<file path="src/hdl/ps2_kbd_pkg.sv">
package ps2_kbd_pkg;

    typedef logic [7:0] scan_code_t;

    typedef struct packed {
        logic       valid;  // one-cycle strobe.
        scan_code_t code;
    } ps2_frame_t;

    // active-low patterns, bit 6 is segment a.
    typedef struct packed {
        logic [6:0] hex_lo;
        logic [6:0] hex_hi;
        logic [6:0] asc_ones;
        logic [6:0] asc_tens;
        logic [6:0] cnt_ones;
        logic [6:0] cnt_tens;
    } seg_bank_t;

    localparam scan_code_t BREAK_PREFIX = 8'hF0;
    localparam logic [6:0] COUNT_MAX    = 7'd99;
    localparam logic [6:0] SEG_BLANK    = 7'b1111111;

    function automatic logic [6:0] seg_digit(input logic [3:0] value);
        case (value)
            4'h0: seg_digit = 7'b0000001;
            4'h1: seg_digit = 7'b1001111;
            4'h2: seg_digit = 7'b0010010;
            4'h3: seg_digit = 7'b0000110;
            4'h4: seg_digit = 7'b1001100;
            4'h5: seg_digit = 7'b0100100;
            4'h6: seg_digit = 7'b1100000;
            4'h7: seg_digit = 7'b0001111;
            4'h8: seg_digit = 7'b0000000;
            4'h9: seg_digit = 7'b0001100;
            4'hA: seg_digit = 7'b0001000;
            4'hB: seg_digit = 7'b1100000;  // lower case b.
            4'hC: seg_digit = 7'b0110001;
            4'hD: seg_digit = 7'b1000010;
            4'hE: seg_digit = 7'b0110000;
            default: seg_digit = 7'b0111000;
        endcase
    endfunction

    // scan set 2 make codes for digits and letters only.
    function automatic logic [7:0] scan_to_ascii(input scan_code_t code);
        case (code)
            8'h45: scan_to_ascii = 8'd48;
            8'h16: scan_to_ascii = 8'd49;
            8'h1E: scan_to_ascii = 8'd50;
            8'h26: scan_to_ascii = 8'd51;
            8'h25: scan_to_ascii = 8'd52;
            8'h2E: scan_to_ascii = 8'd53;
            8'h36: scan_to_ascii = 8'd54;
            8'h3D: scan_to_ascii = 8'd55;
            8'h3E: scan_to_ascii = 8'd56;
            8'h46: scan_to_ascii = 8'd57;
            8'h1C: scan_to_ascii = 8'd65;
            8'h32: scan_to_ascii = 8'd66;
            8'h21: scan_to_ascii = 8'd67;
            8'h23: scan_to_ascii = 8'd68;
            8'h24: scan_to_ascii = 8'd69;
            8'h2B: scan_to_ascii = 8'd70;
            8'h34: scan_to_ascii = 8'd71;
            8'h33: scan_to_ascii = 8'd72;
            8'h43: scan_to_ascii = 8'd73;
            8'h3B: scan_to_ascii = 8'd74;
            8'h42: scan_to_ascii = 8'd75;
            8'h4B: scan_to_ascii = 8'd76;
            8'h3A: scan_to_ascii = 8'd77;
            8'h31: scan_to_ascii = 8'd78;
            8'h44: scan_to_ascii = 8'd79;
            8'h4D: scan_to_ascii = 8'd80;
            8'h15: scan_to_ascii = 8'd81;
            8'h2D: scan_to_ascii = 8'd82;
            8'h1B: scan_to_ascii = 8'd83;
            8'h2C: scan_to_ascii = 8'd84;
            8'h3C: scan_to_ascii = 8'd85;
            8'h2A: scan_to_ascii = 8'd86;
            8'h1D: scan_to_ascii = 8'd87;
            8'h22: scan_to_ascii = 8'd88;
            8'h35: scan_to_ascii = 8'd89;
            8'h1A: scan_to_ascii = 8'd90;
            default: scan_to_ascii = 8'd0;
        endcase
    endfunction

endpackage
</file>
<file path="src/hdl/ps2_kbd_top.sv">
module ps2_kbd_top #(
    parameter int FIFO_DEPTH  = 8,
    parameter int IDLE_CYCLES = 2000
) (
    input  logic                    clk,
    input  logic                    rst_n,
    input  logic                    ps2_clk,
    input  logic                    ps2_data,
    input  logic                    pop,
    output ps2_kbd_pkg::scan_code_t key_code,
    output logic                    ready,
    output logic                    overflow,
    output ps2_kbd_pkg::seg_bank_t  segs
);

    logic                    fall_edge;
    logic                    busy;
    logic                    stall;
    ps2_kbd_pkg::ps2_frame_t frame;
    logic                    push;
    ps2_kbd_pkg::scan_code_t push_code;
    logic                    release_seen;
    logic [6:0]              press_count;

    ps2_frame_rx ps2_frame_rx_inst (
        .clk       (clk),
        .rst_n     (rst_n),
        .ps2_clk   (ps2_clk),
        .ps2_data  (ps2_data),
        .stall     (stall),
        .fall_edge (fall_edge),
        .busy      (busy),
        .frame     (frame)
    );

    ps2_idle_timer #(
        .IDLE_CYCLES (IDLE_CYCLES)
    ) ps2_idle_timer_inst (
        .clk       (clk),
        .rst_n     (rst_n),
        .fall_edge (fall_edge),
        .busy      (busy),
        .stall     (stall)
    );

    make_break_fsm make_break_fsm_inst (
        .clk          (clk),
        .rst_n        (rst_n),
        .frame        (frame),
        .push         (push),
        .push_code    (push_code),
        .release_seen (release_seen),
        .press_count  (press_count)
    );

    key_fifo #(
        .FIFO_DEPTH (FIFO_DEPTH)
    ) key_fifo_inst (
        .clk       (clk),
        .rst_n     (rst_n),
        .push      (push),
        .push_code (push_code),
        .pop       (pop),
        .head_code (key_code),
        .ready     (ready),
        .overflow  (overflow)
    );

    key_display key_display_inst (
        .head_code    (key_code),
        .release_seen (release_seen),
        .press_count  (press_count),
        .segs         (segs)
    );

endmodule

</file>
<file path="src/hdl/key_display.sv">
module key_display (
    input  ps2_kbd_pkg::scan_code_t head_code,
    input  logic                    release_seen,
    input  logic [6:0]              press_count,
    output ps2_kbd_pkg::seg_bank_t  segs
);

    logic [7:0] ascii;
    logic [7:0] asc_mod;
    logic [3:0] asc_ones;
    logic [3:0] asc_tens;
    logic [3:0] cnt_ones;
    logic [3:0] cnt_tens;

    always_comb begin
        ascii    = ps2_kbd_pkg::scan_to_ascii(head_code);
        asc_mod  = ascii % 8'd100;  // only two digits fit.
        asc_ones = 4'(asc_mod % 8'd10);
        asc_tens = 4'(asc_mod / 8'd10);
        cnt_ones = 4'(press_count % 7'd10);
        cnt_tens = 4'(press_count / 7'd10);
    end

    always_comb begin
        if (release_seen) begin
            // key is up, so the code digits go dark.
            segs.hex_lo   = ps2_kbd_pkg::SEG_BLANK;
            segs.hex_hi   = ps2_kbd_pkg::SEG_BLANK;
            segs.asc_ones = ps2_kbd_pkg::SEG_BLANK;
            segs.asc_tens = ps2_kbd_pkg::SEG_BLANK;
        end else begin
            segs.hex_lo   = ps2_kbd_pkg::seg_digit(head_code[3:0]);
            segs.hex_hi   = ps2_kbd_pkg::seg_digit(head_code[7:4]);
            segs.asc_ones = ps2_kbd_pkg::seg_digit(asc_ones);
            segs.asc_tens = ps2_kbd_pkg::seg_digit(asc_tens);
        end
        segs.cnt_ones = ps2_kbd_pkg::seg_digit(cnt_ones);
        segs.cnt_tens = ps2_kbd_pkg::seg_digit(cnt_tens);
    end

endmodule

</file>
<file path="src/hdl/key_fifo.sv">
module key_fifo #(
    parameter int FIFO_DEPTH = 8
) (
    input  logic                    clk,
    input  logic                    rst_n,
    input  logic                    push,
    input  ps2_kbd_pkg::scan_code_t push_code,
    input  logic                    pop,
    output ps2_kbd_pkg::scan_code_t head_code,
    output logic                    ready,
    output logic                    overflow
);

    localparam int ADDR_W = $clog2(FIFO_DEPTH);

    ps2_kbd_pkg::scan_code_t mem [FIFO_DEPTH];

    // extra msb tells a full queue from an empty one.
    logic [ADDR_W:0] wr_ptr;
    logic [ADDR_W:0] rd_ptr;
    logic            empty;
    logic            full;
    logic            do_push;
    logic            do_pop;

    assign empty = (wr_ptr == rd_ptr);
    assign full  = (wr_ptr[ADDR_W] != rd_ptr[ADDR_W]) &&
                   (wr_ptr[ADDR_W-1:0] == rd_ptr[ADDR_W-1:0]);

    assign do_push = push && !full;
    assign do_pop  = pop && !empty;

    always_ff @(posedge clk) begin
        if (!rst_n) begin
            wr_ptr   <= '0;
            rd_ptr   <= '0;
            overflow <= 1'b0;
        end else begin
            if (do_push)
                wr_ptr <= wr_ptr + 1'b1;
            if (do_pop)
                rd_ptr <= rd_ptr + 1'b1;
            if (push && full)
                overflow <= 1'b1;  // sticky until reset.
        end
    end

    always_ff @(posedge clk) begin
        if (do_push)
            mem[wr_ptr[ADDR_W-1:0]] <= push_code;
    end

    assign head_code = mem[rd_ptr[ADDR_W-1:0]];
    assign ready     = !empty;

endmodule

</file>
<file path="src/hdl/make_break_fsm.sv">
module make_break_fsm (
    input  logic                    clk,
    input  logic                    rst_n,
    input  ps2_kbd_pkg::ps2_frame_t frame,
    output logic                    push,
    output ps2_kbd_pkg::scan_code_t push_code,
    output logic                    release_seen,
    output logic [6:0]              press_count
);

    typedef enum logic {
        MAKE,
        BREAK
    } state_t;

    state_t                  state;
    ps2_kbd_pkg::scan_code_t last_make;
    logic                    break_after;  // a release followed last_make.
    logic                    new_press;

    // a repeat is the same make code with no release in between.
    assign new_press = (frame.code != last_make) || break_after;

    always_ff @(posedge clk) begin
        if (!rst_n) begin
            state        <= MAKE;
            push         <= 1'b0;
            release_seen <= 1'b0;
            press_count  <= 7'd0;
            break_after  <= 1'b1;  // first make after reset always counts.
        end else begin
            push <= 1'b0;
            if (frame.valid) begin
                case (state)
                    MAKE: begin
                        if (frame.code == ps2_kbd_pkg::BREAK_PREFIX) begin
                            state        <= BREAK;
                            release_seen <= 1'b1;
                            break_after  <= 1'b1;
                        end else begin
                            push         <= 1'b1;
                            release_seen <= 1'b0;
                            break_after  <= 1'b0;
                            if (new_press && press_count != ps2_kbd_pkg::COUNT_MAX)
                                press_count <= press_count + 7'd1;
                        end
                    end
                    default: begin
                        state <= MAKE;  // released key code is swallowed.
                    end
                endcase
            end
        end
    end

    always_ff @(posedge clk) begin
        if (frame.valid && state == MAKE && frame.code != ps2_kbd_pkg::BREAK_PREFIX) begin
            push_code <= frame.code;
            last_make <= frame.code;
        end
    end

endmodule

</file>
<file path="src/hdl/ps2_idle_timer.sv">
module ps2_idle_timer #(
    parameter int IDLE_CYCLES = 2000
) (
    input  logic clk,
    input  logic rst_n,
    input  logic fall_edge,
    input  logic busy,
    output logic stall
);

    localparam int CNT_W = $clog2(IDLE_CYCLES + 1);

    logic [CNT_W-1:0] idle_cnt;

    always_ff @(posedge clk) begin
        if (!rst_n) begin
            idle_cnt <= '0;
            stall    <= 1'b0;
        end else begin
            stall <= 1'b0;
            if (fall_edge || !busy) begin
                idle_cnt <= '0;  // only a partial frame can stall.
            end else if (idle_cnt == CNT_W'(IDLE_CYCLES - 1)) begin
                idle_cnt <= '0;
                stall    <= 1'b1;
            end else begin
                idle_cnt <= idle_cnt + 1'b1;
            end
        end
    end

endmodule

</file>
<file path="src/hdl/ps2_frame_rx.sv">
module ps2_frame_rx (
    input  logic                   clk,
    input  logic                   rst_n,
    input  logic                   ps2_clk,
    input  logic                   ps2_data,
    input  logic                   stall,
    output logic                   fall_edge,
    output logic                   busy,
    output ps2_kbd_pkg::ps2_frame_t frame
);

    logic [2:0] clk_sync;   // two sync stages plus the edge register.
    logic [1:0] data_sync;
    logic [3:0] bit_cnt;
    logic [9:0] shifter;    // start, data, parity. stop bit is checked live.
    logic       last_bit;
    logic       frame_ok;

    always_ff @(posedge clk) begin
        if (!rst_n) begin
            clk_sync  <= 3'b111;  // keyboard clock idles high.
            data_sync <= 2'b11;
            fall_edge <= 1'b0;
        end else begin
            clk_sync  <= {clk_sync[1:0], ps2_clk};
            data_sync <= {data_sync[0], ps2_data};
            fall_edge <= clk_sync[2] & ~clk_sync[1];
        end
    end

    assign last_bit = (bit_cnt == 4'd10);

    always_ff @(posedge clk) begin
        if (!rst_n) begin
            bit_cnt <= 4'd0;
        end else if (stall) begin
            // an edge arriving with the stall starts a fresh frame.
            bit_cnt <= {3'b000, fall_edge};
        end else if (fall_edge) begin
            bit_cnt <= last_bit ? 4'd0 : bit_cnt + 4'd1;
        end
    end

    always_ff @(posedge clk) begin
        if (fall_edge)
            shifter <= {data_sync[1], shifter[9:1]};  // lsb first on the wire.
    end

    // start low, odd parity over data and parity, stop high.
    assign frame_ok = ~shifter[0] & (^shifter[9:1]) & data_sync[1];

    assign busy        = (bit_cnt != 4'd0);
    assign frame.valid = fall_edge & last_bit & frame_ok;
    assign frame.code  = shifter[8:1];

endmodule

</file>
<file path="config.mk">
export PLATFORM = sky130hd
export DESIGN_NAME = ps2_kbd_top
export DESIGN_NICKNAME = d
export VERILOG_FILES = /design/src/hdl/ps2_kbd_pkg.sv /design/src/hdl/ps2_kbd_top.sv /design/src/hdl/key_display.sv /design/src/hdl/key_fifo.sv /design/src/hdl/make_break_fsm.sv /design/src/hdl/ps2_idle_timer.sv /design/src/hdl/ps2_frame_rx.sv
export SDC_FILE = /design/constraint.sdc
export NUM_CORES = 1
export LEC_CHECK = 0
export ABC_AREA = 1
export BUFFER_PORTS_ARGS = -buffer_cell sky130_fd_sc_hd__buf_2
export CELL_PAD_IN_SITES_DETAIL_PLACEMENT = 0
export CELL_PAD_IN_SITES_GLOBAL_PLACEMENT = 1
export CORE_AREA = 2 2 124 174
export CTS_CLUSTER_SIZE = 12
export DETAILED_ROUTE_END_ITERATION = 6
export DIE_AREA = 0 0 126 176
export PLACE_DENSITY_LB_ADDON = 0.1
export SETUP_SLACK_MARGIN = 0.05
export SYNTH_ARGS = -nofsm -noshare
export SYNTH_HDL_FRONTEND = slang
export SYNTH_SLANG_ARGS = --single-unit
export TNS_END_PERCENT = 10
</file>
<file path="constraint.sdc">
create_clock -name clk -period 4.4 [get_ports clk]
set_input_delay 0.44 -clock clk [delete_from_list [all_inputs] [get_ports clk]]
set_output_delay 0.44 -clock clk [all_outputs]
set_load 0.03 [all_outputs]
</file>
# == Yosys cells after proc, flatten, opt, wreduce, memory -nomap -nowiden ==
# Memory sizes are Yosys's and may differ from the RTL's. A register that Yosys moved wholly into a read port is not among the register bits.
# Index checks and enable logic that the tools add are counted.
# totals
in_bits,5
reg_bits,60
output_inout_bits,52
ramBits,64
romBits,1568
n_memories,8
# mem_list
memory,depth,word_bits,read_ports,rd_clocked_by_memory_dff,write_ports,line,source
(no name shown),128,7,1,0,0,ps2_kbd_pkg.sv:47,case (code)
(no name shown),16,7,1,0,0,ps2_kbd_pkg.sv:25,case (value)
(no name shown),16,7,1,0,0,ps2_kbd_pkg.sv:25,
(no name shown),16,7,1,0,0,ps2_kbd_pkg.sv:25,
(no name shown),16,7,1,0,0,ps2_kbd_pkg.sv:25,
(no name shown),16,7,1,0,0,ps2_kbd_pkg.sv:25,
2 more memories,--,--,--,--,--,--,
# classes
muxes,13
n_eq_ne,9
bitwise,11
add_sub_neg,5
reduce_logical,21
n_div,5
# op_table
op,n
28-bit two-way mux,1
"4-bit by 1-bit adder with 4-bit output, second input constant",3
"11-bit by 1-bit adder with 11-bit output, second input constant",1
"11-bit == test, second input constant",1
9-bit parity,1
"8-bit by 4-bit divider with 8-bit output, second input constant",1
"8-bit == test, second input constant",1
"8-bit by 4-bit remainder unit with 8-bit output, second input constant",1
"8-bit by 7-bit remainder unit with 8-bit output, second input constant",1
1-bit two-way mux,8
8-bit two-way mux,1
8-bit != test,1
"8-bit != test, second input constant",1
"7-bit by 1-bit adder with 7-bit output, second input constant",1
"7-bit by 4-bit divider with 7-bit output, second input constant",1
1-bit logical AND,7
"7-bit by 4-bit remainder unit with 7-bit output, second input constant",1
"7-bit != test, second input constant",1
3-bit two-way mux,2
1-bit inverter,6
3-bit OR reduction,2
1-bit AND,5
4-bit == test,1
"4-bit == test, second input constant",1
10 further kinds,14

# == Longest topological paths before layout ==
# Gate-level depths: netlist of the first run.
# logic_depth
word_depth,6
ltp_mapped,45
mapped_depth_nobuf,43

# == Hierarchy ==
# From an unflattened synthesis of the first run, not the netlist that was laid out.
# hier_totals
hier_cells,1093
area_unflattened_um2,8510.7
# by_module_without_submodules
mod,area_per_inst_um2,cells_per_inst,n_inst
key_fifo,3206.8,303,1
key_display,2914.0,498,1
make_break_fsm,952.2,118,1
ps2_frame_rx,864.6,89,1
ps2_idle_timer,573.0,85,1

# == Least setup slack after synthesis of the first run ==
# No wires, ideal clock.
# synth_timing
path_type,flip-flop to output port
from,register (tool-made name)
to,output segs[19] (netlist bit)
path_slack_ns,-0.342
arrival_time_ns,4.302
required_ns,3.960
path_stages_with_launch,37
path_buffers,2
path_cell_list,dfxtp_1 > buf_6 > inv_2 > buf_4 > nand3_1 > nand2_1 > nand2_1 > nand2_1 > ha_1 > inv_1 > nand2_1 > nand2_1 > nand2_1 > nand3_1 > nand2_1 > nand2_1 > nand2_1 > nand2_2 > nand2_1 > nor2_1 > nor2_1 > nand2_1 > nand3_2 > nand2_4 > nand2_4 > nand2_1 > nand2_1 > inv_1 > nand2_2 > nand2_4 > nand2_2 > nand3_2 > nand2_4 > nand2_4 > ha_1 > a21oi_1 > o21ai_0
# synth_rtl
item,line,source
"end, declared",ps2_kbd_top.sv:13,output ps2_kbd_pkg::seg_bank_t segs

==> flow_summary.ini, run 1 <==
[outcome]
outcome = finished with violations
failed_checks = setup timing

[clock_tree]
clock_latency_ns = 0.41
clock-root-buffer = clkbuf_16
cts_buffer_depth = 2
cts_sinks = 127
ctsHtreeMaxLevel = 4
clk_pin_slew_ns = 0.06
tritoncts = yes
cts_inserted_buffers = 17

[yosys]
async_reset_ff_share_pct = 0
synthesis.nets = 1104
synth.largest_area_cell = edfxtp_1
ys_types = 48
yosys-top-cells-area = edfxtp_1, nand2_1, dfxtp_1, ha_1, nand3_1
synth-edff-count = 82
synthCells = 1052
synth.top_cell.area_share_pct = 30.3
yosysWarningCount = 0
synth_seq_cells = 127
syn_area_per_cell_um2 = 7.71
seq_area_frac_synth_pct = 41.4
synth-main-ff-cell = edfxtp_1
synth.cell_area_um2 = 8120

[placed_design]
place_inst = 1433
dp_hpwl_um = 15100
numPortBuffers = 56
gp_congestion = 0.840

[flow_run]
cap_violations = 0

[setup_path]
cp-end-kind = output port
arrival_ns = 4.54
path_max_fanout = 5
start_kind = register
slowest_delay_ns = 0.33
cp_common_cell = nand2_4
required_ns = 3.96
cp_slowest_cell = dfxtp_2
crit_type = reg2out

[die]
fp-row-count = 62
core-area_um2 = 20500
ios = 57
die_x_um = 126
die_h_um = 176
die_area_um2 = 22200
initial_core_util_pct = 39.6

[layout]
num-fill-cells = 1989
final_cells = 1496
insertedDiodeCount = 0
nets = 1279
drive_above_1_share_pct = 32.6
syn_to_final_growth_pct = 36.2

[global_route]
grt_pass1_wl_um = 33800
grt_overflow = 0
use_met2_pct = 36.6
gr-usage-all-layers_pct = 18.7
first_global_vias = 7113
busiest_layer = met2
grt_max_degree = 21
use_met1_pct = 20.1
grt_use_met3_pct = 2.21
antenna_found_initial = 0

[detailed_routing]
ant_nets = 0
wl_um = 20500
drt_iter0_markers = 364
via_per_inst = 4.91
wl_per_cell_um = 13.7
vias = 7342
drc_errors = 0
firstDrtPassIters = 6

[timing]
rsz0062_at_grt = yes
slew_headroom_pct = 36.0
fin_skew_ns = 0.0101
timing.hold.ws_ns = 0.213
finalSetupTns_ns = -6.67
finalHoldViolations = 0
period_share_pct = 113
fin_ws_ns = -0.578
clock.fmax_ghz = 0.201
period_needed_ns = 4.98
slew_viol_final = 0
worst_pin_slew_ns = 0.957
setup-violations-final = 14

[worst_hold_path]
worstHoldPathType = in2reg

[power]
leakage_uw = 0.00501
vdd_drop_max_mv = 0.434
power_density_nw_per_um2 = 572
==> report_power, final <==
group          internal (uW)  switching, uW
sequential              1260           11.5
combinational           1560           2120
clock                    843            523
total                   3670           2660
==> per-stage QoR <==
| step | cell area, um^2 | worst slack (ns) | util (%) | power (uW) |
|---|---|---|---|---|
| finish | 11100 | -0.578 | 54.0 | 6330 |
| global route | 11100 | -0.876 | 54.0 | 6720 |
| CTS | 10700 | -0.496 | 52.3 | 6080 |
| detailed placement | 9400 | -0.444 | 45.9 | 4060 |
| global placement | 9400 | -0.449 | 45.9 | 4070 |
| floorplan | 8190 | -0.119 | - | 3190 |
==> area by class of cell <==
class | instances | area [um^2] | area share (%)
clock inverters | 14 | 156 | 1.41
multi-input cells | 750 | 4690 | 42.4
repair inverters | 1 | 8.76 | 0.0792
clock buffers | 18 | 429 | 3.88
flip-flops and latches | 127 | 3370 | 30.5
inverters | 148 | 578 | 5.23
well taps | 256 | 320 | 2.90
repair buffers | 182 | 1510 | 13.6
==> placed cells by master (no fill, tap or decap), types with 4 or more instances in the layout <==
cell type / instances
nand4_1: 6
nor2_1: 71
nor2_2: 10
inv_4: 4
ha_1: 34
nand3_4: 9
nand3_2: 26
nand2_1: 238
inv_2: 19
or2_2: 6
nor3_1: 10
ha_4: 10
o21ai_0: 33
o21ai_2: 6
dfxtp_2: 4
buf_4: 120
buf_2: 37
o211ai_1: 10
edfxtp_1: 82
dfxtp_1: 41
o21ai_1: 16
inv_6: 7
nand3_1: 82
inv_1: 124
xnor2_1: 12
xor2_1: 5
nand2_4: 27
nand2_2: 50
a21oi_1: 41
buf_6: 12
buf_12: 8
clkbuf_16: 18
==> metal layers <==
layer / wire (um) / vias up
li1: - / 3810
met1: 8100 / 3372
met3: 462 / 43
met2: 11300 / 117
met5: 0 / -
met4: 614 / 0
==> final timing paths <==
| check | from | endpoint | slack, ns | cells past startpoint |
|---|---|---|---|---|
| setup / recovery | register | segs[24] | -0.58 | 35 |
| hold / removal | ps2_clk | ps2_frame_rx_inst.clk_sync[0] | 0.21 | 2 |
| setup reg to reg | ps2_frame_rx_inst.shifter[1] | make_break_fsm_inst.press_count[6] | 1.18 | 18 |
| hold reg to reg | ps2_frame_rx_inst.clk_sync[2] | ps2_frame_rx_inst.fall_edge | 0.41 | 2 |
==> state kept, by name (all words and copies together), names as in the netlist, named ones only <==
name and flops:
ps2_frame_rx_inst.data_sync 2, make_break_fsm_inst.push 1, ps2_idle_timer_inst.idle_cnt 11, make_break_fsm_inst.press_count 7, key_fifo_inst.wr_ptr 4, ps2_frame_rx_inst.shifter 10, make_break_fsm_inst.break_after 1, make_break_fsm_inst.push_code 8
key_fifo_inst.rd_ptr 4, key_fifo_inst.overflow 1, make_break_fsm_inst.release_seen 1, ps2_idle_timer_inst.stall 1, make_break_fsm_inst.state 1, key_fifo_inst.mem 64, ps2_frame_rx_inst.fall_edge 1, ps2_frame_rx_inst.bit_cnt 4
ps2_frame_rx_inst.clk_sync 3
==> cells by family after synthesis <==
group / after synthesis / synth area share (%)
AOI/OAI and AO/OA: 134 / 9.61
buffers and inverters: 177 / 9.56
DFF: 127 / 41.4
xor gates and xnor gates: 19 / 2.05
and+or+nand+nor: 548 / 30.1
adders and majority gates: 47 / 7.25
==> worst max-delay path: cells and delay by family, from the launching register on <==
kind | cells | cell delay, ns
AND/OR/NAND/NOR | 25 | 2.32
buffers and inverters | 7 | 0.68
adder cells (fa/ha/maj) | 2 | 0.57
flip-flops | 1 | 0.33
AO/OA/AOI/OAI | 1 | 0.18
==> what timing repair did <==
action / 4_1_cts / 5_1_grt
endpoints found under the setup margin: 23 / 27
cloned: 5 / 2
gates resized for setup: 141 / 66
pin swaps: 67 / 30
setup buffers: 15 / 9
hold buffers: 0 / 0
==> cell usage after synthesis (all sizes together), types with 2 or more instances <==
library cell / instances
nand3: 117
buf: 25
o31ai: 2
o311ai: 2
xnor2: 13
o21a: 3
ha: 47
inv: 148
or2: 7
dfxtp: 45
a22oi: 2
nor2: 84
nand2: 315
a21oi: 45
a211oi: 3
o32ai: 2
o211ai: 10
o22ai: 3
nor3b: 3
nor3: 11
edfxtp: 82
o21ai: 57
nor4: 2
clkbuf: 4
xor2: 6
nand4: 6
(Power assumes the default switching activity.)
==> inputs of run 2 (changes only) <==
==> constraint.sdc (replaced) <==
create_clock -name clk -period 5.78 [get_ports clk]
set_input_delay 0.578 -clock clk [delete_from_list [all_inputs] [get_ports clk]]
set_output_delay 0.578 -clock clk [all_outputs]
set_load 0.03 [all_outputs]
==> flow_summary.ini, run 2 (synthesized netlist as in run 1, its figures left out) <==
[setup_path]
required_ns = 5.20
path_max_fanout = 16
crit_type = reg2out
worstReg2RegStart = ps2_frame_rx_inst.shifter[1]
reg2reg_depth = 18
cp-end-kind = output port
reg2reg_to = make_break_fsm_inst.press_count[6]
slowest_delay_ns = 0.41
arrival_ns = 4.83
cp_common_cell = nand3_1
cp_slowest_cell = dfxtp_4
r2r_setup_slack_ns = 1.94
start_kind = register

[placed_design]
gp_congestion = 0.859
dp_hpwl_um = 14800
numPortBuffers = 56

[layout]
largest_reg_flops = 64
syn_to_final_growth_pct = 17.5
nets = 1182
utilization_pct = 46.6
layout_commonest_cell = nand2_1
insertedDiodeCount = 0
final_cell_mix = nand2_1, inv_1, nand3_1
drive_above_1_share_pct = 18.4

[timing]
fin_skew_ns = 0.00845
setup-violations-final = 0
rsz0062_at_grt = yes
slew_viol_final = 0
timing.hold.ws_ns = 0.352
period_needed_ns = 5.41
period_share_pct = 93.6
worst_pin_slew_ns = 0.925
clock.fmax_ghz = 0.185
slew_headroom_pct = 38.1
finalHoldViolations = 0

[detailed_routing]
firstDrtPassIters = 4
vias = 6902
wl_per_cell_um = 14.1
via_per_inst = 4.93
wl_um = 19700
ant_nets = 0
drt_iter0_markers = 348
drc_errors = 0

[worst_hold_path]
hold_start = ps2_data
hold_path_end = ps2_frame_rx_inst.data_sync[0]
worstHoldPathType = in2reg
whs_path_depth = 2

[die]
initial_core_util_pct = 39.6
fp-row-count = 62
die_x_um = 126
core-area_um2 = 20500
die_area_um2 = 22200
ios = 57
die_h_um = 176

[clock_tree]
ctsHtreeMaxLevel = 4
cts_buffer_depth = 2
clock-root-buffer = clkbuf_16
cts_inserted_buffers = 17
clk_pin_slew_ns = 0.06
clock_latency_ns = 0.41
cts_sinks = 127
tritoncts = yes

[global_route]
grt_overflow = 0
antenna_found_initial = 0
grt_pass1_wl_um = 32100
first_global_vias = 6688
gr-usage-all-layers_pct = 17.8
grt_max_degree = 33

[power]
power_density_nw_per_um2 = 418
leakage_uw = 0.00435
vdd_drop_max_mv = 0.368

[flow_run]
cap_violations = 0

[outcome]
outcome = finished clean
[run 2: repair_timing]
item | CTS | global route
endpoints found under the setup margin | 7 | 20
resized for setup | 7 | 52
setup buffers | 0 | 17
hold buffers | 0 | 0
gates cloned | 0 | 1
pin swaps | 0 | 9
[run 2: worst max path at each step]
stage	start	end	slack, ns	cells after the start
after CTS	register	segs[24]	0.06	39
final	register	segs[24]	0.37	34
after global placement	register	segs[24]	0.34	39
after global routing	register	segs[24]	-0.03	40
after detailed placement	register	segs[24]	0.28	39
after floorplan	register	segs[19]	0.90	36
[run 2: layout make-up]
| class | count | area, um^2 |
|---|---|---|
| clock buffers | 18 | 439 |
| repair inverters | 1 | 8.76 |
| multi-input cells | 748 | 4150 |
| inverters | 148 | 574 |
| clock inverters | 14 | 135 |
| well taps | 256 | 320 |
| fillers | 2138 | 10900 |
| repair buffers | 87 | 544 |
| flip-flops and latches | 127 | 3370 |
[run 2: through the flow]
step	setup TNS [ns]	std cells	power (uW)	cell area (um^2)	worst slack, ns
after floorplan	0	1052	2410	8120	0.900
after global placement	0	1349	2850	8610	0.344
after detailed placement	0	1349	2830	8610	0.276
after CTS	0	1381	3850	9200	0.0607
after global routing	-0.0320	1399	4240	9540	-0.0290
final	0	1399	3990	9540	0.372
[run 2: per-layer routing]
layer,wire (um),up-vias,GRT usage (%)
met1,7930,3178,19.0
met3,459,26,2.48
met2,10900,100,35.5
met4,424,0,5.27
li1,-,3598,-
met5,0,-,0
[run 2: power by group]
group	internal (uW)	switching [uW]	total, uW	leakage (uW)
sequential	963	9.71	973	0.00110
combinational	658	1350	2010	0.00297
clock	609	398	1010	0.000277
total	2230	1760	3990	0.00435
[run 2: critical path, delay by kind of cell, from the launching register on]
kind,cells,cell delay (ns)
DFF,1,0.41
and+or+nand+nor,24,2.59
AOI/OAI and AO/OA,1,0.16
buffers and inverters,7,0.66
adders and majority gates,2,0.57
